[config.mk]
export PLATFORM = sky130hd
export DESIGN_NAME = latencyRegs
export DESIGN_NICKNAME = d
export VERILOG_FILES = /design/src/common/memPkg.sv /design/src/verilog/latencyRegs.sv
export SDC_FILE = /design/constraint.sdc
export NUM_CORES = 1
export LEC_CHECK = 0
export BUFFER_PORTS_ARGS = -buffer_cell sky130_fd_sc_hd__buf_2
export CAP_MARGIN = 5
export CORE_ASPECT_RATIO = 1.5
export CORE_MARGIN = 2
export CORE_UTILIZATION = 47
export CTS_BUF_LIST = sky130_fd_sc_hd__clkbuf_2
export DETAILED_ROUTE_END_ITERATION = 12
export HOLD_SLACK_MARGIN = 0.15
export PLACE_DENSITY = 0.77
export SYNTH_ARGS = -nofsm -noshare
export SYNTH_HDL_FRONTEND = slang
export SYNTH_SLANG_ARGS = --single-unit
[constraint.sdc]
create_clock -name CLK -period 1.8 [get_ports CLK]
set_input_delay 0.54 -clock CLK [delete_from_list [all_inputs] [get_ports CLK]]
set_output_delay 0.54 -clock CLK [all_outputs]
set_load 0.1 [all_outputs]
[src/common/memPkg.sv]
// shared types for the CPU memory subsystem
// every RTL block takes what it needs from here by wildcard import
// request structs carry enables, address and store data as one bundle
package memPkg;

   // data and address word
   typedef logic [31:0] word_t;

   // width of the latency field in the configuration block
   localparam int LAT_WIDTH = 4;

   // marker shown on the load bus whenever no access is in progress
   localparam logic [31:0] BAD_WORD = 32'hBAD1BAD1;

   // status reported by the RAM every cycle
   typedef enum logic [1:0] {FREE, BUSY, ACCESS, ERROR} ramState_t;

   // arbiter grant lock
   typedef enum logic [1:0] {IDLE, IGRANT, DGRANT} arbState_t;

   // request from the arbiter to the RAM, byte address
   typedef struct packed {
      logic  ren;
      logic  wen;
      word_t addr;
      word_t store;
   } memReq_t;

   // instruction fetch port, read only
   typedef struct packed {
      logic  iren;
      word_t iaddr;
   } instPort_t;

   // data port, loads and stores
   typedef struct packed {
      logic  dren;
      logic  dwen;
      word_t daddr;
      word_t dstore;
   } dataPort_t;

   // configuration strobe access, sel picks latency, status or count
   typedef struct packed {
      logic       write;
      logic       read;
      logic [1:0] sel;
      word_t      wdata;
   } cfgReq_t;

endpackage

[src/verilog/latencyRegs.sv]
// configuration and status block beside the RAM
// sel 0 latency, sel 1 sticky error flag, sel 2 completed access count
// reads are combinational while cfg.read is high
module latencyRegs
   import memPkg::*;
#(
   parameter int RESET_LATENCY = 0
)
(
   input  logic                 CLK,
   input  logic                 nRST,
   input  cfgReq_t              cfg,
   input  ramState_t            state,
   output logic [LAT_WIDTH-1:0] latency,
   output word_t                cfgRdata
);

   logic  errorFlag;
   word_t accessCount;
   logic  latWrite;

   assign latWrite = cfg.write && (cfg.sel == 2'd0);

   always_ff @(posedge CLK, negedge nRST)
   begin
      if (!nRST)
      begin
         latency     <= LAT_WIDTH'(RESET_LATENCY);
         errorFlag   <= 1'b0;
         accessCount <= '0;
      end
      else
      begin
         if (latWrite)
         begin
            latency <= cfg.wdata[LAT_WIDTH-1:0];
         end
         // a new error wins over a clear in the same cycle
         if (state == ERROR)
         begin
            errorFlag <= 1'b1;
         end
         else if (cfg.write && (cfg.sel == 2'd1) && cfg.wdata[0])
         begin
            errorFlag <= 1'b0;
         end
         // every ACCESS cycle releases the arbiter lock, one per request
         if (cfg.write && (cfg.sel == 2'd2))
         begin
            accessCount <= '0;
         end
         else if (state == ACCESS)
         begin
            accessCount <= accessCount + 1'b1;
         end
      end
   end

   // read mux
   always_comb
   begin
      cfgRdata = '0;
      if (cfg.read)
      begin
         case (cfg.sel)
            2'd0:    cfgRdata = {{(32 - LAT_WIDTH){1'b0}}, latency};
            2'd1:    cfgRdata = {31'b0, errorFlag};
            2'd2:    cfgRdata = accessCount;
            default: cfgRdata = '0;
         endcase
      end
   end

   // latency writes fit the field
   assert property (@(posedge CLK) disable iff (!nRST)
      latWrite |-> (cfg.wdata < (1 << LAT_WIDTH)));

endmodule

# Yosys cells after proc, flatten, opt, wreduce, memory -nomap -nowiden
# Cells that the tools add are included.
[word_totals]
ff_bits = 37
in_bits = 40
out_inout_bits = 36
wordCells = 21
[classes]
addsub = 1
n_eq_ne = 4
mux = 6
reduce_logical = 7
[op_table]
columns = ["cell", "count"]
rows = [
  ["$mux 32", 3],
  ["$pmux 32 s3", 1],
  ["$add 32x1->32 const B", 1],
  ["$eq 2x2->1 const B", 3],
  ["$logic_and 1x1->1", 4],
  ["$reduce_bool 2->1", 2],
  ["$eq 2x1->1 const B", 1],
  ["$logic_not 2->1", 1],
  ["$mux 1", 2],
]

# Depth between registers and ports, before layout
# Gate-level depths: netlist of the first run.
[depth]
word_depth = 5
depth_mapped = 7
depth_no_buf = 5

# Worst setup path before layout of the first run
# No wires, ideal clock.
[synth_timing]
kind = "input-to-output"
from = "in cfg[32] (netlist bit)"
to = "out cfgRdata[10]"
arrival_time_ns = 2.863
required_time_ns = 1.260
path_slack_ns = -1.603
cell_stages = 3
n_path_buf = 1
path_cell_list = "nand2b_1 -> clkbuf_1 -> nor3_1"
[synth_via]
elab_chain_len = 3
elab_cells_between_ends = 5
cone_classes = "eq/ne (2); mux (2); reduce/logical (1)"
[synth_rtl]
columns = ["item", "line", "source"]
rows = [
  ["from (decl)", "latencyRegs.sv:12", "input cfgReq_t cfg,"],
  ["$eq 2x2->1, or another cell as far along", "latencyRegs.sv:65", "case (cfg.sel)"],
  ["$pmux 32 s3 *", "latencyRegs.sv:65", ""],
  ["$mux 32 *", "latencyRegs.sv:63", "if (cfg.read)"],
  ["to (decl)", "latencyRegs.sv:15", "output word_t cfgRdata"],
]
# Mark *: on every way between the ends. The rest lies on a longest branch, timed or not.

# Worst setup path after layout of the first run
[layout_timing]
from = "reg accessCount[0]"
to = "out cfgRdata[0]"
[layout_via]
elab_chain_len = 2
[layout_rtl]
columns = ["item", "line", "source"]
rows = [
  ["from (decl)", "latencyRegs.sv:19", "word_t accessCount;"],
  ["from (signal assigned)", "latencyRegs.sv:54", "accessCount <= accessCount + 1'b1;"],
  ["$pmux 32 s3", "latencyRegs.sv:65", ""],
  ["$mux 32", "latencyRegs.sv:63", ""],
]
# No other way between the ends.

==> summary by stage, run 1 <==
Critical path
The setup slack of the most critical reg-to-reg path is 0 ns. Data on the critical path arrives at its endpoint at about 1.6 ns. The biggest fanout along the worst timing path is 2. The worst register-to-register path ends at accessCount[26].

The category of the worst setup path capture point is an output pin. The critical path is of the reg2out type. The length in cells of the worst reg-to-reg path is 6. The data required time at the worst endpoint is 1.26 ns. The startpoint of the worst register-to-register path is accessCount[0].

The worst setup path is launched from a flip-flop.

Run status
The checks that failed: setup timing. The run finished, with violations left.

STA
The transition at the pin with the smallest max-transition slack is 0.480 ns. Timing would allow up to approximately 480 MHz. The final max-slew violation count is 0.

Setup repair after global routing could not meet its margin everywhere. The number of failing setup endpoints in the final timing report is 33. Counting I/O delays and the setup requirement, the final critical path takes around 2.1 ns. The clock arrives with 0.0206 ns of skew.

The final setup slack of the worst path is -0.292 ns. Of the available clock period, the critical path in the final layout requires 1.16. The count of endpoints failing hold in the final timing report is 0. The worst slew slack as a fraction of its limit is 0.680.

CTS
TritonCTS built the clock tree. Clock-pin slew was measured on the worst setup and hold paths at around 0.19 ns. No sink is reached through more buffers than the 2 on the longest clock path. The number of buffers created by CTS is 5.

CTS placed an instance of sky130_fd_sc_hd__clkbuf_2 at the clock tree root. The number of clock sinks is 37. The clock reaches the later pin of the worst-skew pair after 0.41 ns.

The H-tree generated during clock tree synthesis spans 2 levels.

Place
At the end of routability-driven placement, the weighted congestion stood at 0.888. In this run the tool buffered the top-level ports with 47 buffer cells. Detailed placement finished with a half-perimeter wire length of between 4000 and 5000 um. The total placed cells including tap cells is 382.

Layout
Counting the fill cells in the layout gives 210. The sequential cell area is 940 um2. 0 antenna diodes ended up in the layout. The area overhead of the layout relative to synthesis is 71.5%.

Of the cells placed in the final design, the portion with a size suffix greater than 1 is 0.528. The count of nets after finishing is 385. The multi-input gate area in the final layout is 0.00149 mm2. The final instance count without filler cells is 409.

Global routing
The via count of the first global-routing pass was roughly 2,600. Summed over all layers, the global routing overflow is 0. The first-pass GRT wire length is 12,000 um. The combined global-route utilization of all metal layers is 0.303. The number of antenna violations at the first check in global routing is 0. The pin count of the biggest net entering global routing is 28.

Drt
The first-pass iteration count of the detailed router is 5. Dividing the detail-routed wire length by the instance count gives 19.6 um. For this block, the via count after detailed routing is 2,447.

The post-detailed-routing wire length is 8030 um. The via-per-instance ratio is 5.98. In this run the remaining antenna-violating nets after routing total 0. The number of design-rule violations left by the first detailed-router iteration is between 200 and 250. The post-detailed-route DRC marker count is 0.

Die
The initial utilization of the core area, before any placement, comes to 0.491. The core region is 0.00454 mm2. Measured along the y axis, the die boundary spans 88.3 um. The die boundary width is approximately 60 um.

The floorplan step defined a die boundary enclosing 0.00532 mm2. Pin placement for this block handled 76 I/O pins. The standard-cell row count is 30.

Synthesis
The cell count after synthesis came out at 247. The share of the Yosys chip area taken by registers is 0.415. Averaged over all synthesized cells, the footprint is 9.02 um2. The net count of the mapped netlist is 288.

Yosys mapped a number of flops with a built-in enable equal to 0. The largest total area in the synthesized netlist belongs to sky130_fd_sc_hd__dfrtp_1. The cell area after synthesis is 0.00223 mm2. The share of synthesized area in the top cell type comes to 0.415.

Ranked by instance count, the synthesized netlist is headed by sky130_fd_sc_hd__dfrtp_1, sky130_fd_sc_hd__and2_1, sky130_fd_sc_hd__a21oi_1, sky130_fd_sc_hd__nand4_1, sky130_fd_sc_hd__nand2_1. The fraction of registers with async set/reset is 1.00. The synthesis warning total is 0. The most frequently used flop master after synthesis is sky130_fd_sc_hd__dfrtp_1.

The count of unique library cells instantiated by Yosys is 36. By area the synthesized netlist is led by sky130_fd_sc_hd__dfrtp_1, sky130_fd_sc_hd__and2_1, sky130_fd_sc_hd__nand4_1. The number of register bits inferred by synthesis is 37. In the post-synthesis netlist, the cell with the most instances is sky130_fd_sc_hd__dfrtp_1.

Worst hold path
Along the worst hold path, the cell count comes to 2. The startpoint of the most critical hold path is cfg[3]. The path with the worst hold slack has its endpoint at latency[3].

The tightest min-delay check is of the in2reg type.

Power and ir drop
In this run the static leakage power is between 0.0015 and 0.002 uW. The worst-case IR drop observed on VDD is approximately 770 uV. The power per cell area is 580 mW/mm2.

The total power after layout is 2210 uW.

Flow run
Max-cap violations in this run came to 0.
==> critical path, cell delays in order, from the launching register on <==
cell	delay [ns]
sky130_fd_sc_hd__dfrtp_1	0.45
sky130_fd_sc_hd__mux2i_2	0.17
sky130_fd_sc_hd__nor2_1	0.08
sky130_fd_sc_hd__a31oi_2	0.21
sky130_fd_sc_hd__nor2b_4	0.07
sky130_fd_sc_hd__buf_12	0.16
==> stage by stage <==
stage	area, um2	util	setup WS [ns]	setup TNS [ns]	hold slack (ns)
3_5_place_dp	3440	0.758	-0.304	-10.74	0.490
6_report	3820	0.841	-0.292	-4.85	0.371
3_3_place_gp	3440	0.758	-0.243	-9.56	0.487
4_1_cts	3690	0.812	-0.213	-4.59	0.358
5_1_grt	3820	0.841	-0.354	-6.15	0.352
2_1_floorplan	2440	-	-0.424	-10.35	0.244
==> worst max-delay path by stage <==
stage,startpoint,endpoint,cells after the start
6_report,accessCount[0],cfgRdata[0],5
3_3_place_gp,cfg[33],cfgRdata[8],6
3_5_place_dp,state[0],accessCount[28],6
5_1_grt,accessCount[0],cfgRdata[0],5
2_1_floorplan,cfg[33],cfgRdata[0],4
4_1_cts,latency[0],cfgRdata[0],5
==> power by group <==
| group | switching [uW] | internal (uW) | leakage (uW) |
|---|---|---|---|
| clock network | 299 | 84.9 | 0.0000278 |
| logic | 500 | 363 | 0.00109 |
| registers | 69.1 | 898 | 0.000496 |
| total | 868 | 1350 | 0.00162 |
==> cell type report <==
class / count / share of cell area
Multi-Input combinational cell: 190 / 0.391
Timing Repair Buffer: 105 / 0.327
Sequential cell: 37 / 0.246
Tap cell: 64 / 0.0210
Clock buffer: 5 / 0.00655
Inverter: 5 / 0.00491
Clock inverter: 3 / 0.00327
==> per-layer routing <==
layer | global-route usage | up-vias | wire length (um)
met2 | 0.538 | 125 | 4520
met1 | 0.330 | 1190 | 2780
met3 | 0.0468 | 33 | 350
met4 | 0.178 | 0 | 374
met5 | 0 | - | 0
li1 | - | 1099 | -
==> flip-flops by register name, summed over array words and instances, names as in the netlist <==
name	flops
accessCount	32
errorFlag	1
latency	4
==> what timing repair did <==
item                       in CTS  in global routing
hold buffers                    1                  0
setup buffers                  13                  6
gates resized for setup        27                 28
pin swaps                      12                 18
setup endpoints to repair      41                 49
hold endpoints to repair       18                  0
==> cells in the final DEF, fill, tap and decap left out, types with 9 or more instances in the layout <==
cell                      synthesis  routed
sky130_fd_sc_hd__buf_4            0      49
sky130_fd_sc_hd__nor2_1          15      11
sky130_fd_sc_hd__dfrtp_1         37      32
sky130_fd_sc_hd__buf_6            3      10
sky130_fd_sc_hd__nand2_1         17      17
sky130_fd_sc_hd__nand4_1         18      18
sky130_fd_sc_hd__and2_4           0      25
sky130_fd_sc_hd__buf_12           0      35
sky130_fd_sc_hd__a21oi_1         18      15
sky130_fd_sc_hd__o31ai_1         10       9
sky130_fd_sc_hd__buf_2            3       9
==> kinds of logic after synthesis <==
family / Yosys count / share of synthesized area
flops: 37 / 0.415
xor+xnor: 9 / 0.0354
fa+ha+maj: 1 / 0.00561
simple gates: 127 / 0.330
mux: 12 / 0.0561
compound gates: 41 / 0.112
buf+inv: 20 / 0.0460
Power figures use the tool's default switching activity.
==> inputs of run 2 (changes only) <==
- BUFFER_PORTS_ARGS: -buffer_cell sky130_fd_sc_hd__buf_2 -> -buffer_cell sky130_fd_sc_hd__buf_4
- SLEW_MARGIN: default -> 0
==> run 2 against run 1 <==
The run still ends with setup timing left. Worst hold slack lost 0.0070 ns. Critical endpoint unchanged. Non-clock buffer count grew 3. Final area grew 0.59%. Sequential power shrank 2%. Total power grew 2.4%. Clock skew shrank 0.012 ns. Die area is the same. Utilization grew 0.50 points.
==> summary by stage, run 2 (synthesis gave the netlist of run 1 again) <==
Worst hold path
The worst min-delay path endpoint is latency[3]. The kind of path behind the tightest hold check is in2reg. In this run the most critical hold path is launched from cfg[3]. The worst hold path passes through 2 cells.

Power and ir drop
The design draws 2270 uW. The power per cell area is between 500 and 600 mW/mm2. The maximum VDD drop is between 700 and 800 uV. For this design the static power due to leakage is 0.00164 uW.

Critical path
STA classifies the critical path startpoint as a flip-flop. For the worst flop-to-flop path, the logic depth is 7. The critical path class is reg2out. The category of the worst setup path capture point is an output pin. In this run the worst path has a maximum fanout of 2. The worst reg2reg path endpoint is accessCount[22]. The worst register-to-register path begins at accessCount[0].

Across all register-to-register paths, the minimum setup slack is -0.07 ns. The data required time at the worst endpoint is 1.26 ns. The arrival time of data at the critical path endpoint is 1.54 ns.

Drt
Detailed routing inserted a total of 2,532 vias. The post-detailed-routing wire length is 8170 um. After detailed routing, the average wire length per cell comes to 19.8 um.

The via-per-instance ratio is 6.15. The number of design-rule violations left by the first detailed-router iteration is 228. The post-detailed-route DRC marker count is 0.

The pre-antenna-repair detailed-routing pass consisted of 4 iterations. The detail route stage leaves a number of antenna-violating nets equal to 0.

Die
The core box area is 0.00454 mm2. In this run the core area contains 30 standard-cell rows. The die height is ~90 um. The die boundary width is 60.2 um. The floorplan die area is 0.00532 mm2. The count of pins on the block boundary is 76.

The effective utilization at floorplan is 0.491.

Global routing
Global routing finished with a remaining overflow of 0. The first-pass GRT wire length is 11,500 um. The pin count of the biggest net entering global routing is 38. The combined global-route utilization of all metal layers is 0.288. The via count of the first global-routing pass is between 2,000 and 2,500. The number of antenna violations at the first check in global routing is 0.

CTS
At the later pin of the worst-skew pair, clock insertion delay measures 0.40 ns. The number of clock sinks is 37. The clock tree from TritonCTS is built. The clock transition time at the flip-flop clock pins of the worst setup and hold paths is 0.19 ns. The buffer depth of the longest clock path is 2.

The number of buffers created by CTS is 5. The H-tree depth reported by CTS is 2. The tree is rooted in a sky130_fd_sc_hd__clkbuf_2.

STA
The number of failing setup endpoints in the final timing report is 38. Setup slack on the critical path of the routed design comes to -0.276 ns. The routed design could run at a clock period as short as 2.08 ns. The final max-slew violation count is 0. Setup repair after global routing could not meet its margin everywhere. The minimum hold slack is 0.364 ns.

The post-route clock skew is ~0.0089 ns. The count of endpoints failing hold in the final timing report is 0. The share of the clock period used by the worst path after layout is 1.15. Based on the critical path, the design can be clocked at up to 482 MHz. The transition at the pin with the smallest max-transition slack is between 0.4 and 0.5 ns. Headroom to the max-slew limit came out at 0.668.

Place
The final HPWL from detailed placement is 4380 um. After detailed placement, the design holds a cell count of 381. OpenSTA, run right after detailed placement, puts the worst setup slack at -0.293 ns. The congestion estimate from routability-driven global placement came to 0.842. The count of buffers added on input and output ports is 47.

Layout
The number of antenna diodes in the final layout is 0. The number of flip-flops in the largest register is 32. Compared with the post-synthesis result, the final layout area differs by 72.5%. In the final layout, the registers with the most flip-flops are accessCount (32), latency (4), errorFlag (1). The number of fill cells is 221.

The register with the most flip-flops is accessCount. Leaving out fill and tap cells, the most frequent cells in the layout are sky130_fd_sc_hd__buf_4, sky130_fd_sc_hd__dfrtp_1, sky130_fd_sc_hd__buf_12. The final instance count without filler cells is 412. The most common cell after layout, fill and taps aside is sky130_fd_sc_hd__buf_4.

The share of final-layout standard cells stronger than drive strength 1 is 0.546. The count of nets after finishing is roughly 390. The sequential cell area is 940 um2.

The multi-input gate area in the final layout is 0.00151 mm2.

Flow run
The number of maximum-capacitance violations is 0.

Run status
The checks that failed: setup timing. The flow ran to the end, but the final reports show violations.
-- run 2: worst max path at each step --
stage	from	end	slack [ns]
final	latency[0]	cfgRdata[0]	-0.28
after global routing	latency[0]	cfgRdata[0]	-0.36
after CTS	cfg[32]	cfgRdata[5]	-0.20
after detailed placement	cfg[32]	cfgRdata[5]	-0.29
after global placement	cfg[32]	cfgRdata[11]	-0.26
after floorplan	cfg[33]	cfgRdata[0]	-0.42
-- run 2: per-layer routing --
layer | vias up | GRT usage | wire [um]
li1 | 1097 | - | -
met1 | 1248 | 0.300 | 2610
met2 | 139 | 0.541 | 4680
met3 | 48 | 0.0439 | 424
met4 | 0 | 0.137 | 463
met5 | - | 0 | 0
-- run 2: critical path, cell delays in order (launching register included) --
cell and delay (ns):
sky130_fd_sc_hd__dfrtp_2 0.46, sky130_fd_sc_hd__mux2i_1 0.15, sky130_fd_sc_hd__nor2_1 0.08, sky130_fd_sc_hd__a31oi_2 0.21
sky130_fd_sc_hd__nor2b_4 0.07, sky130_fd_sc_hd__buf_12 0.17
-- run 2: power by group --
part	total [uW]	leakage, uW	switching [uW]	internal (uW)
Sequential	951	0.000496	53.4	897
Clock	383	0.0000278	298	85.1
Combinational	934	0.00111	526	408
Total	2270	0.00164	877	1390
-- run 2: cell type report --
| type | count | area share |
|---|---|---|
| clock buffers | 5 | 0.00651 |
| clock inverters | 3 | 0.00326 |
| inverters | 5 | 0.00488 |
| multi-input cells | 190 | 0.393 |
| flip-flops and latches | 37 | 0.244 |
| well taps | 64 | 0.0208 |
| repair buffers | 108 | 0.327 |
-- run 2: repair_timing --
action                     4_1_cts  5_1_grt
pin swaps                       11       13
setup endpoints to repair       39       50
gates cloned                     1        0
buffers inserted                11       10
gates resized for setup        118       31
hold endpoints to repair        37        0
hold buffers                     1        0
-- run 2: metrics by stage --
step,utilization,cell area [um2],setup TNS [ns]
5_1_grt,0.846,3840,-7.63
3_5_place_dp,0.668,3030,-11.19
4_1_cts,0.804,3650,-4.52
3_3_place_gp,0.668,3030,-10.37
2_1_floorplan,-,2440,-10.35
6_report,0.846,3840,-6.19
==> inputs of run 3 (changes only) <==
- SETUP_SLACK_MARGIN: default -> 0.1
==> run 3 against run 2 <==
The run still ends with setup timing left. Sequential cell count is the same. Final area is 6.1% higher. Clock power up 11%. Clock skew increased by 0.0027 ns. Sequential share of layout area shrank 1.3 points. Critical path type unchanged. Critical endpoint unchanged.
==> summary by stage, run 3 (synthesis gave the netlist of run 1 again) <==
Run status
The flow ran to the end, but the final reports show violations. The final reports fail on setup timing.

STA
The highest attainable clock frequency is 458 MHz. The final max-slew violation count was 0. Across all setup checks in the final design, the least slack found is -0.385 ns.

For the pin with the worst max-slew slack, the measured transition is 0.531 ns. The share of the clock period used by the worst path after layout is 1.21. The count of endpoints failing hold in the final timing report came to 0. The worst slew slack as a fraction of its limit is 0.646. The minimum hold slack is 0.332 ns. The post-layout minimum cycle time is 2.19 ns. Setup violations remaining at the end of the flow were counted as 48. The post-route clock skew is 0.0116 ns.

Setup repair after global routing could not meet its margin everywhere. The aggregate negative setup slack is -9.48 ns.

CTS
The H-tree depth reported by CTS is 2. Counting along the longest clock path gives a buffer depth of 2. TritonCTS built the clock tree. The later-pin clock latency in the skew report is ~0.44 ns. After clock tree synthesis, the clock-pin slew on the worst setup and hold paths is 0.21 ns. The tree built by TritonCTS fans out to 37 sinks. The number of buffers created by CTS is 5. The cell chosen for the clock root is sky130_fd_sc_hd__clkbuf_2.

Place
The routability congestion estimate from global placement is 0.915. At the placement stage, the worst setup path has a slack of -0.331 ns. The count of buffers added on input and output ports is 47. The wire-length estimate of the detail-placed layout is about 4600 um. Once placement finished, the instance area stood at 0.00312 mm2.

Die
The floorplan die area is roughly 0.0053 mm2. The standard-cell row count is 30. The core region is 0.00454 mm2. The die boundary width is 60.2 um. The die height is roughly 88 um. During I/O placement, the number of pins put on the boundary was 76. For this configuration, the core starts out at a cell density of 0.491.

Layout
The finished cells cover 0.00408 mm2. The register with the most flip-flops in the layout has 32 of them. The post-route core utilization is 0.898.

0 antenna diodes ended up in the layout. In the layout the commonest cells are sky130_fd_sc_hd__buf_4, sky130_fd_sc_hd__buf_12, sky130_fd_sc_hd__dfrtp_1. The most common cell after layout, fill and taps aside is sky130_fd_sc_hd__buf_4. The number of fill cells is 164.

Of the cells placed in the final design, the portion with a size suffix greater than 1 is 0.564. Summing all flip-flop and latch instances after layout gives around 940 um2. The multi-input combinational cells in the finished layout cover a total of 0.00158 mm2. Ranked by flip-flop count, first place goes to accessCount. In the final design database the tool counted 398 nets.

The area growth from synthesis to layout is 83.0%. The largest registers in the layout are accessCount (32), latency (4), errorFlag (1).

Global routing
The first global-routing pass estimated 13,300 um of wire. The number of antenna violations at the first check in global routing is 0. For this run, the total global-route usage over all layers was measured as 0.348. The total grt overflow is 0.

The pin count of the biggest net entering global routing is 38. The via count of the first global-routing pass was 2,609.

Drt
Dividing the detail-routed via count by the number of cells gives ~6.5. The post-detailed-routing wire length is between 10,000 and 15,000 um. The first detailed-routing pass ran for 6 iterations. For this run, design rule violations remaining after detail routing come to 0. The detail route stage leaves a number of antenna-violating nets equal to 0. The number of design-rule violations left by the first detailed-router iteration is 414.

The routed via count is 2,755. After detailed routing, the average wire length per cell comes to 24.7 um.

Power and ir drop
The leakage power total is around 0.0017 uW. The maximum VDD drop is 723 uV. In this run the power density over the cells is 590 mW/mm2.

Critical path
The critical path class is reg2out. Data arrives at the worst endpoint at around 1.7 ns. The biggest fanout along the worst timing path is 2. The worst setup path is launched from a flip-flop.

STA puts the critical path data required time at 1.26 ns. The category of the worst setup path capture point is an output pin. In this run the register-to-register setup slack is -0.10 ns.

Worst hold path
The kind of path behind the tightest hold check is in2reg.

Flow run
The tool flagged a number of max-cap violations equal to 0.
[run 3: cell types whose count changed in the layout (fill, tap and decap cells not counted), moves of 4 or more]
cell	previous run	this run
sky130_fd_sc_hd__buf_12	32	38
sky130_fd_sc_hd__a21oi_1	11	16
sky130_fd_sc_hd__a21oi_2	7	2
sky130_fd_sc_hd__buf_6	10	15
sky130_fd_sc_hd__buf_4	64	60
sky130_fd_sc_hd__or4_1	5	9
sky130_fd_sc_hd__or4_4	5	1
[run 3: worst paths after layout]
kind,cells after the start,end,start
worst max-delay path,5,cfgRdata[0],latency[0]
worst min-delay path,2,latency[0],cfg[0]
worst max register to register,8,accessCount[28],accessCount[1]
worst min register to register,2,accessCount[22],accessCount[22]
max in group asynchronous,2,latency[1],nRST
min in group asynchronous,2,accessCount[9],nRST
[run 3: worst max-delay path, stage by stage (launching register included)]
cell and delay (ns):
sky130_fd_sc_hd__dfrtp_2 0.46, sky130_fd_sc_hd__mux2i_2 0.21, sky130_fd_sc_hd__nor2_2 0.07, sky130_fd_sc_hd__a31oi_2 0.21
sky130_fd_sc_hd__nor2b_4 0.08, sky130_fd_sc_hd__buf_12 0.17
[run 3: power breakdown]
| group | internal [uW] | leakage [uW] | switching (uW) |
|---|---|---|---|
| Sequential | 896 | 0.000490 | 71.1 |
| Clock | 104 | 0.0000306 | 321 |
| Combinational | 446 | 0.00122 | 567 |
[run 3: repair_timing]
action | in CTS | in global routing
pin swaps | 12 | 26
endpoints found under the setup margin | 48 | 55
hold buffers | 1 | 0
hold endpoints to repair | 37 | 0
setup buffers | 18 | 7
gates resized for setup | 137 | 34
cloned | 2 | 2
[run 3: cell type report]
cell class,instances,share of cell area
Multi-Input combinational cell,192,0.387
Timing Repair Buffer,116,0.348
Sequential cell,37,0.231
Tap cell,64,0.0196
Clock buffer,7,0.00859
Inverter,5,0.00460
Clock inverter,1,0.000921
[run 3: per-layer routing]
layer  vias up  share of wire  track usage  wire (um)
met5         -              0            0          0
met4         0          0.074        0.198        768
met3        79          0.084       0.0746        872
met2       238           0.51        0.637       5280
met1      1307           0.34        0.350       3500
li1       1131              -            -          -
[run 3: through the flow]
| stage | power [uW] | std cells |
|---|---|---|
| after floorplan | 1360 | 247 |
| after global placement | 1570 | 384 |
| after detailed placement | 1580 | 384 |
| after CTS | 2210 | 413 |
| after global routing | 2440 | 422 |
| final | 2400 | 422 |
