**src/common/memPkg.sv**
```systemverilog
// shared types for the CPU memory subsystem
// every RTL block takes what it needs from here by wildcard import
// request structs carry enables, address and store data as one bundle
package memPkg;

   // data and address word
   typedef logic [31:0] word_t;

   // width of the latency field in the configuration block
   localparam int LAT_WIDTH = 4;

   // marker shown on the load bus whenever no access is in progress
   localparam logic [31:0] BAD_WORD = 32'hBAD1BAD1;

   // status reported by the RAM every cycle
   typedef enum logic [1:0] {FREE, BUSY, ACCESS, ERROR} ramState_t;

   // arbiter grant lock
   typedef enum logic [1:0] {IDLE, IGRANT, DGRANT} arbState_t;

   // request from the arbiter to the RAM, byte address
   typedef struct packed {
      logic  ren;
      logic  wen;
      word_t addr;
      word_t store;
   } memReq_t;

   // instruction fetch port, read only
   typedef struct packed {
      logic  iren;
      word_t iaddr;
   } instPort_t;

   // data port, loads and stores
   typedef struct packed {
      logic  dren;
      logic  dwen;
      word_t daddr;
      word_t dstore;
   } dataPort_t;

   // configuration strobe access, sel picks latency, status or count
   typedef struct packed {
      logic       write;
      logic       read;
      logic [1:0] sel;
      word_t      wdata;
   } cfgReq_t;

endpackage

```
**src/verilog/memArbiter.sv**
```systemverilog
// shares the RAM between instruction fetch and the data port
// data wins when both ask in the same idle cycle
// the grant is locked until the RAM reports ACCESS
// each requesting port sees wait high until its own access completes
module memArbiter
   import memPkg::*;
(
   input  logic      CLK,
   input  logic      nRST,
   input  instPort_t inst,
   input  dataPort_t data,
   input  word_t     load,
   input  ramState_t state,
   output memReq_t   req,
   output logic      iWait,
   output logic      dWait,
   output word_t     iLoad,
   output word_t     dLoad
);

   arbState_t arbState;
   arbState_t nextState;
   logic      dataReq;
   logic      dGrant;
   logic      iGrant;
   logic      done;

   assign dataReq = data.dren || data.dwen;
   assign done    = (state == ACCESS);

   // idle grants combinationally, locked states hold their port
   assign dGrant = (arbState == DGRANT) || ((arbState == IDLE) && dataReq);
   assign iGrant = (arbState == IGRANT) || ((arbState == IDLE) && !dataReq && inst.iren);

   // request mux toward the RAM
   always_comb
   begin
      req = '0;
      if (dGrant)
      begin
         req.ren   = data.dren;
         req.wen   = data.dwen;
         req.addr  = data.daddr;
         req.store = data.dstore;
      end
      else if (iGrant)
      begin
         // fetch never writes
         req.ren  = inst.iren;
         req.addr = inst.iaddr;
      end
   end

   // lock next state
   always_comb
   begin
      nextState = arbState;
      case (arbState)
         IDLE:
         begin
            if (dGrant && !done)
            begin
               nextState = DGRANT;
            end
            else if (iGrant && !done)
            begin
               nextState = IGRANT;
            end
         end
         // release on completion, or if the owner gives up
         DGRANT:  if (done || !dataReq) nextState = IDLE;
         IGRANT:  if (done || !inst.iren) nextState = IDLE;
         default: nextState = IDLE;
      endcase
   end

   always_ff @(posedge CLK, negedge nRST)
   begin
      if (!nRST)
      begin
         arbState <= IDLE;
      end
      else
      begin
         arbState <= nextState;
      end
   end

   // wait drops only in the access cycle of the granted port
   assign dWait = dataReq && !(dGrant && done);
   assign iWait = inst.iren && !(iGrant && done);

   // load only reaches the port that owns the RAM
   assign dLoad = dGrant ? load : BAD_WORD;
   assign iLoad = iGrant ? load : BAD_WORD;

   // the owner of a busy RAM keeps it into the next cycle
   assert property (@(posedge CLK) disable iff (!nRST)
      (state == BUSY) |=> $stable({dGrant, iGrant}));

endmodule

```
**config.mk**
```make
export PLATFORM = sky130hd
export DESIGN_NAME = memArbiter
export DESIGN_NICKNAME = d
export VERILOG_FILES = /design/src/common/memPkg.sv /design/src/verilog/memArbiter.sv
export SDC_FILE = /design/constraint.sdc
export NUM_CORES = 1
export LEC_CHECK = 0
export ABC_AREA = 1
export BUFFER_PORTS_ARGS = -buffer_cell sky130_fd_sc_hd__buf_2
export CORE_AREA = 2 2 104 106
export CTS_CLUSTER_SIZE = 28
export DETAILED_ROUTE_END_ITERATION = 7
export DIE_AREA = 0 0 106 108
export PLACE_DENSITY = 0.51
export SLEW_MARGIN = 20
export SYNTH_ARGS = -nofsm -noshare
export SYNTH_HDL_FRONTEND = slang
export SYNTH_SLANG_ARGS = --single-unit
```
**constraint.sdc**
```tcl
create_clock -name CLK -period 1.9 [get_ports CLK]
set_input_delay 0.095 -clock CLK [delete_from_list [all_inputs] [get_ports CLK]]
set_output_delay 0.095 -clock CLK [all_outputs]
set_load 0.02 [all_outputs]
```
## Yosys cells after proc, flatten, opt, wreduce, memory -nomap -nowiden

Index checks and enable logic that the tools add are counted.
W data, S select, Z words.

- Register bits after elaboration: 2
- Output and inout bits: 132
- Word-level logic and storage cells: 41
- Bits of input ports: 135

- Multiplexer cells: 13
- Equal/unequal tests: 6
- Reduce and logical (&&, ||, !) cells: 21

Operators with widths:

| kind | count |
|---|---|
| $mux W32 | 5 |
| $logic_and A1 B1 Y1 | 9 |
| $mux W2 | 4 |
| $pmux W2 S3 | 1 |
| $logic_not A1 Y1 | 5 |
| $logic_or A1 B1 Y1 | 5 |
| $eq A2 B2 Y1 const B | 2 |
| $ne A2 B1 Y1 const B | 2 |
| $mux W1 | 3 |
| $ne A3 B1 Y1 const B | 1 |
| $reduce_and A3 Y1 | 1 |
| $eq A2 B1 Y1 const B | 1 |
| $logic_not A2 Y1 | 1 |

## Depth between registers and ports, before layout

Gate-level depths: netlist of run 1.

- Depth in word-level cells: 9
- Mapped depth: 7
- Depth with buffers taken out: 6

## Worst setup path after synthesis of run 1

OpenSTA, ideal clock, no wires.

- Path kind: register to output
- Start point: register arbState[1]
- End point: output port req[65] in the netlist's numbering
- Buffers on the path: 0
- Cell stages (with the launch flop): 4
- Setup slack: 0.611 ns
- Required time: 1.805 ns
- Arrival: 1.194 ns
- Cells stage by stage: dfrtp_1 -> nor2_2 -> a21oi_4 -> o21ai_0

RTL lines:

| item | line | source |
|---|---|---|
| start: declaration | memArbiter.sv:21 | `arbState_t arbState;` |
| start signal: assignment | memArbiter.sv:85 | `arbState <= nextState;` |
| end: declaration | memArbiter.sv:14 | `output memReq_t req,` |

==> impl_metrics.prom, run 1 <==
# TYPE chip_impl_metric gauge
chip_impl_metric{name="multi_input_comb_area",unit="um^2"} 1080
chip_impl_metric{name="post_drt_antenna_nets",unit=""} 0
chip_impl_metric{name="layout_worst_path_cycle_share",unit=""} 0.910
chip_impl_metric{name="synth_enable_flop_cells",unit=""} 0
chip_impl_metric{name="area_grow_syn2layout",unit="%"} 92.3
chip_impl_metric{name="syn_avg_cell_area",unit="um^2"} 5.14
chip_impl_metric{name="deepest_level_of_the_cts_h_tree",unit=""} 1
chip_impl_metric{name="dieArea",unit="um^2"} 11400
chip_impl_metric{name="worst_pin_slew",unit="ps"} 438
chip_impl_info{name="yosysMostFrequentCell",value="nand2_1"} 1
chip_impl_metric{name="post_synth_num_cell_types",unit=""} 16
chip_impl_metric{name="fillCellCount",unit=""} 1144
chip_impl_metric{name="p_leak",unit="nW"} 2.05
chip_impl_info{name="cts_tree",value="done"} 1
chip_impl_info{name="reg_top3",value="arbState x2"} 1
chip_impl_metric{name="vdd_drop_max",unit="V"} 0.000215
chip_impl_metric{name="grt-ovfl-total",unit=""} 0
chip_impl_info{name="synth_top_flop_cell",value="dfrtp_1"} 1
chip_impl_info{name="crit_start",value="arbState[1]$_DFFE_PN0P_"} 1
chip_impl_metric{name="grt_antenna_before_repair",unit=""} 1
chip_impl_metric{name="setup_total_negative_slack",unit="ps"} 0
chip_impl_metric{name="post_synth_xor_area_fraction",unit=""} 0
chip_impl_metric{name="first_global_vias",unit=""} 2327
chip_impl_metric{name="period_needed",unit="ps"} 1730
chip_impl_info{name="holdCritPathClass",value="in -> reg"} 1
chip_impl_metric{name="fmax",unit="GHz"} 0.578
chip_impl_metric{name="final-hold-violation-count",unit=""} 0
chip_impl_info{name="synthTopCellsByArea",value="nand2_1 (33%), nor2_4 (23%), inv_1 (17%), nor2_1 (8.1%), buf_12 (3.8%)"} 1
chip_impl_metric{name="finalNetCount",unit=""} 699
chip_impl_info{name="worstSetupEndpointType",value="primary output"} 1
chip_impl_metric{name="dp.final_hpwl",unit="um"} 5910
chip_impl_metric{name="yosysWarningCount",unit=""} 0
chip_impl_metric{name="worst_ep_required_time",unit="ps"} 1800
chip_impl_metric{name="port_buffers",unit=""} 266
chip_impl_info{name="hp-start",value="inst[32]"} 1
chip_impl_metric{name="drt_first_pass_iters",unit=""} 4
chip_impl_metric{name="worst-path-max-fanout",unit=""} 40
chip_impl_metric{name="synth-simple-area-share",unit=""} 0.667
chip_impl_metric{name="clock_skew",unit="ps"} 0.0377
chip_impl_info{name="r2r_start",value="arbState[1]$_DFFE_PN0P_"} 1
chip_impl_metric{name="fin_hold_ws",unit="ps"} 173
chip_impl_metric{name="drt_iter0_drc",unit=""} 70
chip_impl_metric{name="route.detailed.wl_per_inst",unit="um"} 9.68
chip_impl_metric{name="ys_ff_latch",unit=""} 2
chip_impl_info{name="setup_repair_after_global_routing_missed_its_margin",value="false"} 1
chip_impl_metric{name="post-place-cells",unit=""} 694
chip_impl_metric{name="layout.core_utilization",unit=""} 0.295
chip_impl_metric{name="initial_core_utilization",unit=""} 0.153
chip_impl_info{name="largest-register",value="arbState"} 1
chip_impl_info{name="timing.critical_path.from_type",value="register"} 1
chip_impl_info{name="worstSetupPathType",value="reg -> out"} 1
chip_impl_metric{name="io_count",unit=""} 267
chip_impl_metric{name="cts_inserted_buffers",unit=""} 3
chip_impl_metric{name="route.vias.total",unit=""} 2612
chip_impl_metric{name="final_cell_count_no_fill",unit=""} 699
chip_impl_metric{name="post-synth-top-area-fraction",unit=""} 0.330
chip_impl_metric{name="track_usage",unit=""} 0.103
chip_impl_metric{name="die_width",unit="um"} 106
chip_impl_metric{name="total_power",unit="mW"} 1.68
chip_impl_metric{name="core_area",unit="um^2"} 10200
chip_impl_metric{name="tritoncts_sinks",unit=""} 2
chip_impl_metric{name="layout.area.seq",unit="um^2"} 50.0
chip_impl_metric{name="chipHeight",unit="um"} 108
chip_impl_info{name="synth_top_family_by_area",value="simple AND/OR/NAND/NOR gates"} 1
chip_impl_metric{name="grt_max_degree",unit=""} 52
chip_impl_metric{name="synthesis.nets",unit=""} 440
chip_impl_metric{name="largest_register_ffs",unit=""} 2
chip_impl_metric{name="cts_buffer_depth",unit=""} 2
chip_impl_metric{name="powerDensity",unit="nW/um^2"} 556
chip_impl_metric{name="number_of_rows_in_the_core_area",unit=""} 37
chip_impl_metric{name="postSynthCellCount",unit=""} 305
chip_impl_metric{name="synth.yosys.seq_area_share",unit=""} 0.0319
chip_impl_metric{name="grt_first_pass_wirelength",unit="um"} 9650
chip_impl_metric{name="worst_ep_arrival_time",unit="ps"} 1630
chip_impl_metric{name="synth_compound_area_frac",unit=""} 0.0167
chip_impl_info{name="synth.top_cells.by_count",value="nand2_1 (138), inv_1 (69), nor2_1 (34)"} 1
chip_impl_metric{name="final_max_slew_viol_count",unit=""} 0
chip_impl_info{name="run_status",value="completed"} 1
chip_impl_metric{name="postLayoutCellArea",unit="um^2"} 3020
chip_impl_metric{name="routed_via_density",unit=""} 3.74
chip_impl_metric{name="synth-async-reset-ratio",unit=""} 1.00
chip_impl_metric{name="cts.reportedPaths.clkPinSlew",unit="ps"} 30
chip_impl_metric{name="placed_area",unit="um^2"} 2960
chip_impl_metric{name="postRouteWirelength",unit="um"} 6770
chip_impl_metric{name="setup_slack",unit="ps"} 171
chip_impl_metric{name="detailedPlace.worstSlack",unit="ps"} 371
chip_impl_metric{name="post_cts.repair.setup_buffers",unit=""} 0
chip_impl_info{name="cts_root_buffer",value="clkbuf_8"} 1
chip_impl_metric{name="synth.cell_area",unit="um^2"} 1570
chip_impl_info{name="synth_top_area_cell",value="nand2_1"} 1
chip_impl_metric{name="clkLatencyLatePin",unit="ps"} 210
chip_impl_metric{name="multiplexer_fraction_of_the_synthesized_cell_area",unit=""} 0
chip_impl_metric{name="fraction_of_layout_instances_using_a_drive_strength_above_1",unit=""} 0.555
chip_impl_metric{name="timing.max_slew.rel_slack",unit=""} 0.708
chip_impl_metric{name="post_synth_fa_ha_maj_area_fraction",unit=""} 0
chip_impl_metric{name="total_of_endpoints_with_negative_setup_slack_in_the_final_report",unit=""} 0
chip_impl_metric{name="max_cap_viol_count",unit=""} 0
chip_impl_metric{name="finalWeightedCongestion",unit=""} 0.686
chip_impl_metric{name="detail_route.drc_violations",unit=""} 0
[cell usage in the layout, fill, tap and decap left out, drive strengths merged, types with 2 or more instances in the layout]
| cell type | Yosys | routed |
|---|---|---|
| clkbuf | 0 | 3 |
| nand4 | 2 | 2 |
| inv | 73 | 73 |
| dfrtp | 2 | 2 |
| buf | 16 | 269 |
| nand3 | 2 | 2 |
| o21ai | 2 | 2 |
| nor2 | 67 | 67 |
| nand2 | 140 | 140 |
[path summary, 6_finish.rpt]
kind	to	slack, ps	depth (start not counted)
max in group asynchronous	arbState[1]$_DFFE_PN0P_	1560	2
hold reg to reg	arbState[0]$_DFFE_PN0P_	630	3
hold / removal	arbState[0]$_DFFE_PN0P_	170	3
setup / recovery	req[45]	170	8
setup reg to reg	arbState[0]$_DFFE_PN0P_	550	6
min in group asynchronous	arbState[0]$_DFFE_PN0P_	240	2
[logic make-up (layout without fill, tap and decap cells)]
group | Yosys count | count (layout)
compound gates | 3 | 3
buf+inv | 89 | 346
flops | 2 | 2
other cells | 0 | 1
simple gates | 211 | 211
[per-layer routing]
metal  vias to the layer above  share of wire  GRT usage
met3                         2          0.094     0.0265
li1                       1355              -          -
met4                         0         0.0050     0.0254
met2                       137           0.56      0.218
met5                         -              0          0
met1                      1118           0.34     0.0972
[layout make-up]
cell class,count,share of cell area
Clock buffer,3,0.0137
Tap cell,136,0.0564
Multi-Input combinational cell,214,0.357
Antenna cell,1,0.000829
Timing Repair Buffer,270,0.464
Inverter,73,0.0908
Sequential cell,2,0.0166
[critical path, cell delays in order (launching register included)]
cell     delay (ps)
dfrtp_1         460
inv_2            60
nand2_1         100
nand2_4          70
inv_2           190
buf_12          230
nand2_1          70
nand2_1          70
buf_2           160
[report_power, final]
group	switching (mW)	total (mW)	internal [mW]
Sequential	0.0243	0.0783	0.0541
Combinational	0.934	1.43	0.500
Clock	0.0323	0.166	0.134
Total	0.991	1.68	0.688
[timing repair]
action / in CTS / in global routing
endpoints found under the setup margin: 0 / 0
resized for setup: 0 / 0
hold endpoints to repair: 2 / 0
hold buffers: 1 / 0
(Power assumes the default switching activity.)
==> run 2, diff against run 1 <==
Settings changed: PLACE_DENSITY 0.51 to 0.54.
==> impl_metrics.prom, run 2 (synthesized netlist as in run 1, its figures left out) <==
# TYPE chip_impl_metric gauge
chip_impl_info{name="run_status",value="completed"} 1
chip_impl_metric{name="cts_inserted_buffers",unit=""} 3
chip_impl_metric{name="final-hold-violation-count",unit=""} 0
chip_impl_metric{name="number_of_rows_in_the_core_area",unit=""} 37
chip_impl_metric{name="post_drt_antenna_nets",unit=""} 0
chip_impl_info{name="final_common_cell",value="buf_2"} 1
chip_impl_metric{name="drt_first_pass_iters",unit=""} 4
chip_impl_metric{name="cts_buffer_depth",unit=""} 2
chip_impl_metric{name="area_grow_syn2layout",unit="%"} 93.5
chip_impl_metric{name="deepest_level_of_the_cts_h_tree",unit=""} 1
chip_impl_metric{name="cp_slowest_stage_delay",unit="ps"} 450
chip_impl_metric{name="placed_area",unit="um^2"} 2980
chip_impl_metric{name="power.share.switching",unit=""} 0.584
chip_impl_metric{name="worst_pin_slew",unit="ps"} 427
chip_impl_metric{name="share_seq_of_total_power",unit=""} 0.047
chip_impl_metric{name="period_needed",unit="ps"} 1700
chip_impl_metric{name="layout.area.seq",unit="um^2"} 50.0
chip_impl_metric{name="timing.max_slew.rel_slack",unit=""} 0.716
chip_impl_metric{name="clkLatencyLatePin",unit="ps"} 210
chip_impl_metric{name="track_usage",unit=""} 0.101
chip_impl_metric{name="io_count",unit=""} 267
chip_impl_metric{name="grt_max_degree",unit=""} 52
chip_impl_metric{name="fillCellCount",unit=""} 1168
chip_impl_info{name="reg_top3",value="arbState x2"} 1
chip_impl_metric{name="p_leak",unit="nW"} 2.06
chip_impl_metric{name="cts.reportedPaths.clkPinSlew",unit="ps"} 30
chip_impl_metric{name="powerDensity",unit="nW/um^2"} 555
chip_impl_info{name="critical_path.cell_chain",value="nor2_2 -> nand2_1 -> nand2_2 -> buf_12 -> nand2_1 -> nand2_1 -> buf_2"} 1
chip_impl_metric{name="drt_iter0_drc",unit=""} 108
chip_impl_metric{name="p_comb_frac",unit=""} 0.855
chip_impl_metric{name="detail_route.drc_violations",unit=""} 0
chip_impl_metric{name="postRouteWirelength",unit="um"} 6520
chip_impl_info{name="cts_root_buffer",value="clkbuf_8"} 1
chip_impl_metric{name="grt-ovfl-total",unit=""} 0
chip_impl_metric{name="pwr-share-clk",unit=""} 0.098
chip_impl_metric{name="die_width",unit="um"} 106
chip_impl_metric{name="routed_via_density",unit=""} 3.56
chip_impl_metric{name="postLayoutCellArea",unit="um^2"} 3040
chip_impl_info{name="crit_path_top_delay_cell",value="dfrtp_1"} 1
chip_impl_metric{name="multi_input_comb_area",unit="um^2"} 1080
chip_impl_metric{name="port_buffers",unit=""} 266
chip_impl_info{name="setup_repair_after_global_routing_missed_its_margin",value="false"} 1
chip_impl_info{name="holdCritPathClass",value="in -> reg"} 1
chip_impl_info{name="largest-register",value="arbState"} 1
chip_impl_metric{name="post_cts.repair.setup_buffers",unit=""} 0
chip_impl_metric{name="worst_ep_required_time",unit="ps"} 1800
chip_impl_metric{name="grt_antenna_before_repair",unit=""} 0
chip_impl_info{name="timing.critical_path.from_type",value="register"} 1
chip_impl_metric{name="worst_ep_arrival_time",unit="ps"} 1610
chip_impl_metric{name="final_max_slew_viol_count",unit=""} 0
chip_impl_info{name="final_cell_mix",value="buf_2 (266), nand2_1 (138), inv_1 (69)"} 1
chip_impl_metric{name="groute.layer.met1.usage",unit=""} 0.105
chip_impl_metric{name="initial_core_utilization",unit=""} 0.153
chip_impl_metric{name="antenna_diode_count",unit=""} 0
chip_impl_metric{name="grt_first_pass_wirelength",unit="um"} 9580
chip_impl_metric{name="route.vias.total",unit=""} 2486
chip_impl_metric{name="finalNetCount",unit=""} 700
chip_impl_metric{name="core_area",unit="um^2"} 10200
chip_impl_metric{name="final_cell_count_no_fill",unit=""} 699
chip_impl_info{name="globalRoute.busiestLayer",value="met2"} 1
chip_impl_metric{name="worst-path-max-fanout",unit=""} 51
chip_impl_metric{name="total_of_endpoints_with_negative_setup_slack_in_the_final_report",unit=""} 0
chip_impl_metric{name="max_cap_viol_count",unit=""} 0
chip_impl_metric{name="clock_skew",unit="ps"} 0.347
chip_impl_metric{name="internal_power",unit="mW"} 0.701
chip_impl_info{name="worstSetupEndpointType",value="primary output"} 1
chip_impl_metric{name="dp.final_hpwl",unit="um"} 5550
chip_impl_metric{name="tritoncts_sinks",unit=""} 2
chip_impl_metric{name="fmax",unit="GHz"} 0.587
chip_impl_metric{name="post-place-cells",unit=""} 695
chip_impl_metric{name="grt_util_met2",unit=""} 0.204
chip_impl_info{name="worstSetupPathType",value="reg -> out"} 1
chip_impl_info{name="crit_top_cell",value="nand2_1"} 1
chip_impl_metric{name="fraction_of_layout_instances_using_a_drive_strength_above_1",unit=""} 0.556
chip_impl_info{name="cts_tree",value="done"} 1
chip_impl_metric{name="setup_total_negative_slack",unit="ps"} 0
chip_impl_metric{name="layout_worst_path_cycle_share",unit=""} 0.896
chip_impl_metric{name="finalWeightedCongestion",unit=""} 0.715
chip_impl_metric{name="chipHeight",unit="um"} 108
chip_impl_metric{name="first_global_vias",unit=""} 2172
chip_impl_metric{name="grtUsageMet3",unit=""} 0.0211
chip_impl_metric{name="largest_register_ffs",unit=""} 2
chip_impl_metric{name="route.detailed.wl_per_inst",unit="um"} 9.33
chip_impl_metric{name="vdd_drop_max",unit="V"} 0.000176
chip_impl_metric{name="dieArea",unit="um^2"} 11400
chip_impl_metric{name="power.switching",unit="mW"} 0.983
[run 2: changes by cell type in the layout (fill, tap and decap cells not counted)]
cell,before,now
buf_12,3,4
diode_2,1,0
[run 2: critical path: cells and delay by family, from the launching register on]
family | cells | cell delay, ps
buf+inv | 2 | 370
flops | 1 | 450
simple gates | 5 | 540
[run 2: final timing paths]
path                                               from  cells past startpoint  slack, ps                      end
worst max-delay path            arbState[1]$_DFFE_PN0P_                      7        200                  req[50]
worst min-delay path                           inst[32]                      3        160  arbState[0]$_DFFE_PN0P_
worst max register to register  arbState[1]$_DFFE_PN0P_                      6        550  arbState[0]$_DFFE_PN0P_
worst min register to register  arbState[0]$_DFFE_PN0P_                      3        640  arbState[0]$_DFFE_PN0P_
max in group asynchronous                          nRST                      2       1560  arbState[1]$_DFFE_PN0P_
min in group asynchronous                          nRST                      2        240  arbState[0]$_DFFE_PN0P_
[run 2: layout make-up]
type / count / area share
repair buffers: 271 / 0.468
clock buffers: 3 / 0.0136
flip-flops and latches: 2 / 0.0165
well taps: 136 / 0.0561
inverters: 73 / 0.0903
multi-input cells: 214 / 0.355
[run 2: timing repair]
| item | 4_1_cts | 5_1_grt |
|---|---|---|
| hold endpoints to repair | 2 | 0 |
| gates resized for setup | 0 | 0 |
| hold buffers | 1 | 0 |
[run 2: power groups by stage]
stage	sequential (mW)	clock (mW)	combinational, mW
final	0.0786	0.165	1.44
after floorplan	0.0747	0	0.991
after global routing	0.0802	0.177	1.56
after global placement	0.0769	0	1.46
after detailed placement	0.0785	0	1.46
after CTS	0.0783	0.172	1.46
[run 2: stage by stage]
step                      worst slack, ps  power, mW  hold slack [ps]   util
after floorplan                       611       1.07             -201      -
after global placement                401       1.54             -117  0.292
after detailed placement              409       1.54             -114  0.292
after CTS                             183       1.72              167  0.297
after global routing                 71.2       1.82              168  0.297
final                                 197       1.68              162  0.297
[run 2: routing by layer]
| metal | vias to the layer above | share of wire | wire (um) |
|---|---|---|---|
| li1 | 1355 | - | - |
| met5 | - | 0 | 0 |
| met4 | 0 | 0.011 | 72 |
| met3 | 8 | 0.11 | 691 |
| met2 | 146 | 0.50 | 3280 |
| met1 | 977 | 0.38 | 2480 |
==> run 3, diff against run 2 <==
Settings changed: ABC_AREA 1 to not set, CORE_AREA 2 2 104 106 to 2 2 103 105, DIE_AREA 0 0 106 108 to 0 0 105 107, PLACE_DENSITY 0.54 to 0.5, SLEW_MARGIN 20 to not set.
==> impl_metrics.prom, run 3 <==
# TYPE chip_impl_metric gauge
chip_impl_metric{name="post-place-cells",unit=""} 553
chip_impl_info{name="synth_top_area_cell",value="and2_1"} 1
chip_impl_metric{name="initial_core_utilization",unit=""} 0.114
chip_impl_metric{name="p_comb_frac",unit=""} 0.807
chip_impl_info{name="reg_top3",value="arbState x2"} 1
chip_impl_metric{name="largest_register_ffs",unit=""} 2
chip_impl_metric{name="layout.area.seq",unit="um^2"} 51.3
chip_impl_metric{name="fin_hold_ws",unit="ps"} 206
chip_impl_metric{name="grt_antenna_before_repair",unit=""} 0
chip_impl_metric{name="routed_via_density",unit=""} 4.05
chip_impl_metric{name="period_needed",unit="ps"} 1830
chip_impl_metric{name="drt_first_pass_iters",unit=""} 4
chip_impl_metric{name="post_drt_antenna_nets",unit=""} 0
chip_impl_info{name="yosysMostFrequentCell",value="and2_1"} 1
chip_impl_metric{name="powerDensity",unit="nW/um^2"} 395
chip_impl_metric{name="route.detailed.wl_per_inst",unit="um"} 13.5
chip_impl_metric{name="synth.yosys.seq_area_share",unit=""} 0.0433
chip_impl_metric{name="grt_max_degree",unit=""} 51
chip_impl_metric{name="die_width",unit="um"} 105
chip_impl_metric{name="cts_buffer_depth",unit=""} 2
chip_impl_metric{name="cts.reportedPaths.clkPinSlew",unit="ps"} 30
chip_impl_metric{name="max_cap_viol_count",unit=""} 0
chip_impl_info{name="run_status",value="completed"} 1
chip_impl_metric{name="power.switching",unit="mW"} 0.540
chip_impl_metric{name="pwr-share-clk",unit=""} 0.149
chip_impl_metric{name="final_max_slew_viol_count",unit=""} 0
chip_impl_metric{name="fillCellCount",unit=""} 1131
chip_impl_metric{name="worst_ep_required_time",unit="ps"} 1800
chip_impl_metric{name="synth-async-reset-ratio",unit=""} 1.00
chip_impl_metric{name="share_seq_of_total_power",unit=""} 0.044
chip_impl_metric{name="final_cell_count_no_fill",unit=""} 561
chip_impl_info{name="synth.top_cells.by_count",value="and2_1 (60), a22o_1 (32), or3_1 (18)"} 1
chip_impl_info{name="setup_repair_after_global_routing_missed_its_margin",value="false"} 1
chip_impl_metric{name="fraction_of_layout_instances_using_a_drive_strength_above_1",unit=""} 0.668
chip_impl_info{name="cts_tree",value="done"} 1
chip_impl_metric{name="finalWeightedCongestion",unit=""} 0.806
chip_impl_metric{name="worstRegToRegCells",unit=""} 3
chip_impl_metric{name="ys_ff_latch",unit=""} 2
chip_impl_metric{name="core_area",unit="um^2"} 10100
chip_impl_metric{name="dp.final_hpwl",unit="um"} 6290
chip_impl_metric{name="worst_ep_arrival_time",unit="ps"} 1740
chip_impl_metric{name="yosysWarningCount",unit=""} 0
chip_impl_metric{name="post_synth_num_cell_types",unit=""} 22
chip_impl_metric{name="drt_iter0_drc",unit=""} 106
chip_impl_metric{name="first_global_vias",unit=""} 2113
chip_impl_metric{name="route.vias.total",unit=""} 2270
chip_impl_metric{name="power.share.switching",unit=""} 0.491
chip_impl_info{name="worstSetupPathType",value="reg -> out"} 1
chip_impl_metric{name="port_buffers",unit=""} 266
chip_impl_metric{name="setup_slack",unit="ps"} 69.4
chip_impl_metric{name="total_of_endpoints_with_negative_setup_slack_in_the_final_report",unit=""} 0
chip_impl_metric{name="clkLatencyLatePin",unit="ps"} 210
chip_impl_metric{name="clock_skew",unit="ps"} 0.336
chip_impl_metric{name="detailedPlace.worstSlack",unit="ps"} 242
chip_impl_metric{name="internal_power",unit="mW"} 0.559
chip_impl_info{name="largest-register",value="arbState"} 1
chip_impl_metric{name="antenna_diode_count",unit=""} 0
chip_impl_info{name="worstSetupEndpointType",value="primary output"} 1
chip_impl_metric{name="final-hold-violation-count",unit=""} 0
chip_impl_info{name="synthTopCellsByArea",value="and2_1 (33%), a22o_1 (24%), or3_1 (9.8%), nand2b_1 (9.2%), dfrtp_1 (4.3%)"} 1
chip_impl_info{name="synth_top_flop_cell",value="dfrtp_1"} 1
chip_impl_metric{name="postSynthCellCount",unit=""} 162
chip_impl_metric{name="fmax",unit="GHz"} 0.546
chip_impl_metric{name="number_of_rows_in_the_core_area",unit=""} 37
chip_impl_metric{name="multi_input_comb_area",unit="um^2"} 1000
chip_impl_info{name="timing.critical_path.from_type",value="register"} 1
chip_impl_metric{name="grt-ovfl-total",unit=""} 0
chip_impl_metric{name="track_usage",unit=""} 0.113
chip_impl_info{name="cts_root_buffer",value="clkbuf_8"} 1
chip_impl_metric{name="io_count",unit=""} 267
chip_impl_info{name="holdCritPathClass",value="in -> async"} 1
chip_impl_metric{name="tritoncts_sinks",unit=""} 2
chip_impl_metric{name="area_grow_syn2layout",unit="%"} 141
chip_impl_metric{name="grt_first_pass_wirelength",unit="um"} 10400
chip_impl_info{name="final_common_cell",value="buf_2"} 1
chip_impl_metric{name="chipHeight",unit="um"} 107
chip_impl_metric{name="timing.max_slew.rel_slack",unit=""} 0.796
chip_impl_metric{name="worst-path-max-fanout",unit=""} 13
chip_impl_metric{name="setup_total_negative_slack",unit="ps"} 0
chip_impl_metric{name="deepest_level_of_the_cts_h_tree",unit=""} 1
chip_impl_metric{name="synthesis.nets",unit=""} 297
chip_impl_info{name="r2r_start",value="arbState[0]$_DFFE_PN0P_"} 1
chip_impl_metric{name="worst_pin_slew",unit="ps"} 306
chip_impl_metric{name="finalNetCount",unit=""} 562
chip_impl_metric{name="p_leak",unit="nW"} 1.62
chip_impl_metric{name="dieArea",unit="um^2"} 11200
chip_impl_metric{name="detail_route.drc_violations",unit=""} 0
chip_impl_metric{name="synth.cell_area",unit="um^2"} 1150
chip_impl_metric{name="syn_avg_cell_area",unit="um^2"} 7.13
chip_impl_metric{name="reg2reg_slack",unit="ps"} 880
chip_impl_metric{name="post-synth-top-area-fraction",unit=""} 0.325
chip_impl_info{name="final_cell_mix",value="buf_2 (266), and2_1 (60), a22o_1 (32)"} 1
chip_impl_metric{name="synth_enable_flop_cells",unit=""} 0
chip_impl_metric{name="cts_inserted_buffers",unit=""} 3
chip_impl_metric{name="layout_worst_path_cycle_share",unit=""} 0.963
chip_impl_info{name="rr_endpoint",value="arbState[0]$_DFFE_PN0P_"} 1
chip_impl_metric{name="vdd_drop_max",unit="V"} 0.000158
chip_impl_metric{name="postRouteWirelength",unit="um"} 7590
## run 3: cell types whose count changed after synthesis, sizes merged, moves of 32 or more
cell / before / now
nand2: 140 / 0
and2: 0 / 60
a22o: 0 / 32
inv: 73 / 2
nor2: 67 / 4
## run 3: logic make-up (layout without fill, tap and decap cells)
family | Yosys count | in the layout | share of synthesized area
simple gates | 105 | 105 | 0.576
compound gates | 36 | 36 | 0.288
buf+inv | 19 | 282 | 0.0921
flops | 2 | 2 | 0.0433
## run 3: critical path: stages (launching register included)
cell and delay [ps]:
dfrtp_2 390, nand2b_4 160, o32ai_4 280, buf_12 180, buf_16 140, or2b_1 230
buf_2 160
## run 3: area by class of cell
class / instances / share of cell area
Clock buffer: 3 / 0.0148
Inverter: 2 / 0.00270
Multi-Input combinational cell: 141 / 0.361
Sequential cell: 2 / 0.0184
Tap cell: 136 / 0.0612
Timing Repair Buffer: 277 / 0.542
## run 3: metal layers
layer  vias to the layer above  share of wire  global-route usage
met5                         -              0                   0
met4                         0         0.0059              0.0210
met3                         6          0.097              0.0182
met2                       162           0.50               0.212
met1                      1012           0.40               0.134
li1                       1090              -                   -
## run 3: worst max path at each step
stage | slack, ps | depth (start not counted) | to | startpoint
floorplan | 360 | 4 | iLoad[10] | arbState[1]$_DFFE_PN0P_
global route | 6 | 6 | iLoad[31] | arbState[1]$_DFFE_PN0P_
CTS | 20 | 5 | iLoad[31] | arbState[1]$_DFFE_PN0P_
finish | 70 | 6 | iLoad[31] | arbState[1]$_DFFE_PN0P_
detailed placement | 240 | 5 | iLoad[31] | arbState[1]$_DFFE_PN0P_
global placement | 260 | 5 | iLoad[31] | arbState[1]$_DFFE_PN0P_
## run 3: timing repair
item	in CTS	in global routing
hold buffers	1	0
gates resized for setup	0	2
buffers inserted	0	2
endpoints found under the hold margin	2	0
endpoints found under the setup margin	0	18
## run 3: power by group through the flow
stage               Combinational [mW]  Clock [mW]  Sequential, mW
finish                           0.887       0.164          0.0481
global route                     0.945       0.173          0.0486
CTS                              0.868       0.170          0.0507
detailed placement               0.862           0          0.0511
global placement                 0.862           0          0.0507
floorplan                        0.487           0          0.0501
## run 3: per-stage QoR
stage / power, mW / utilization / area (um^2)
final: 1.10 / 0.276 / 2780
after global routing: 1.17 / 0.276 / 2780
after CTS: 1.09 / 0.267 / 2700
after detailed placement: 0.913 / 0.262 / 2650
after global placement: 0.913 / 0.262 / 2650
after floorplan: 0.537 / - / 1150
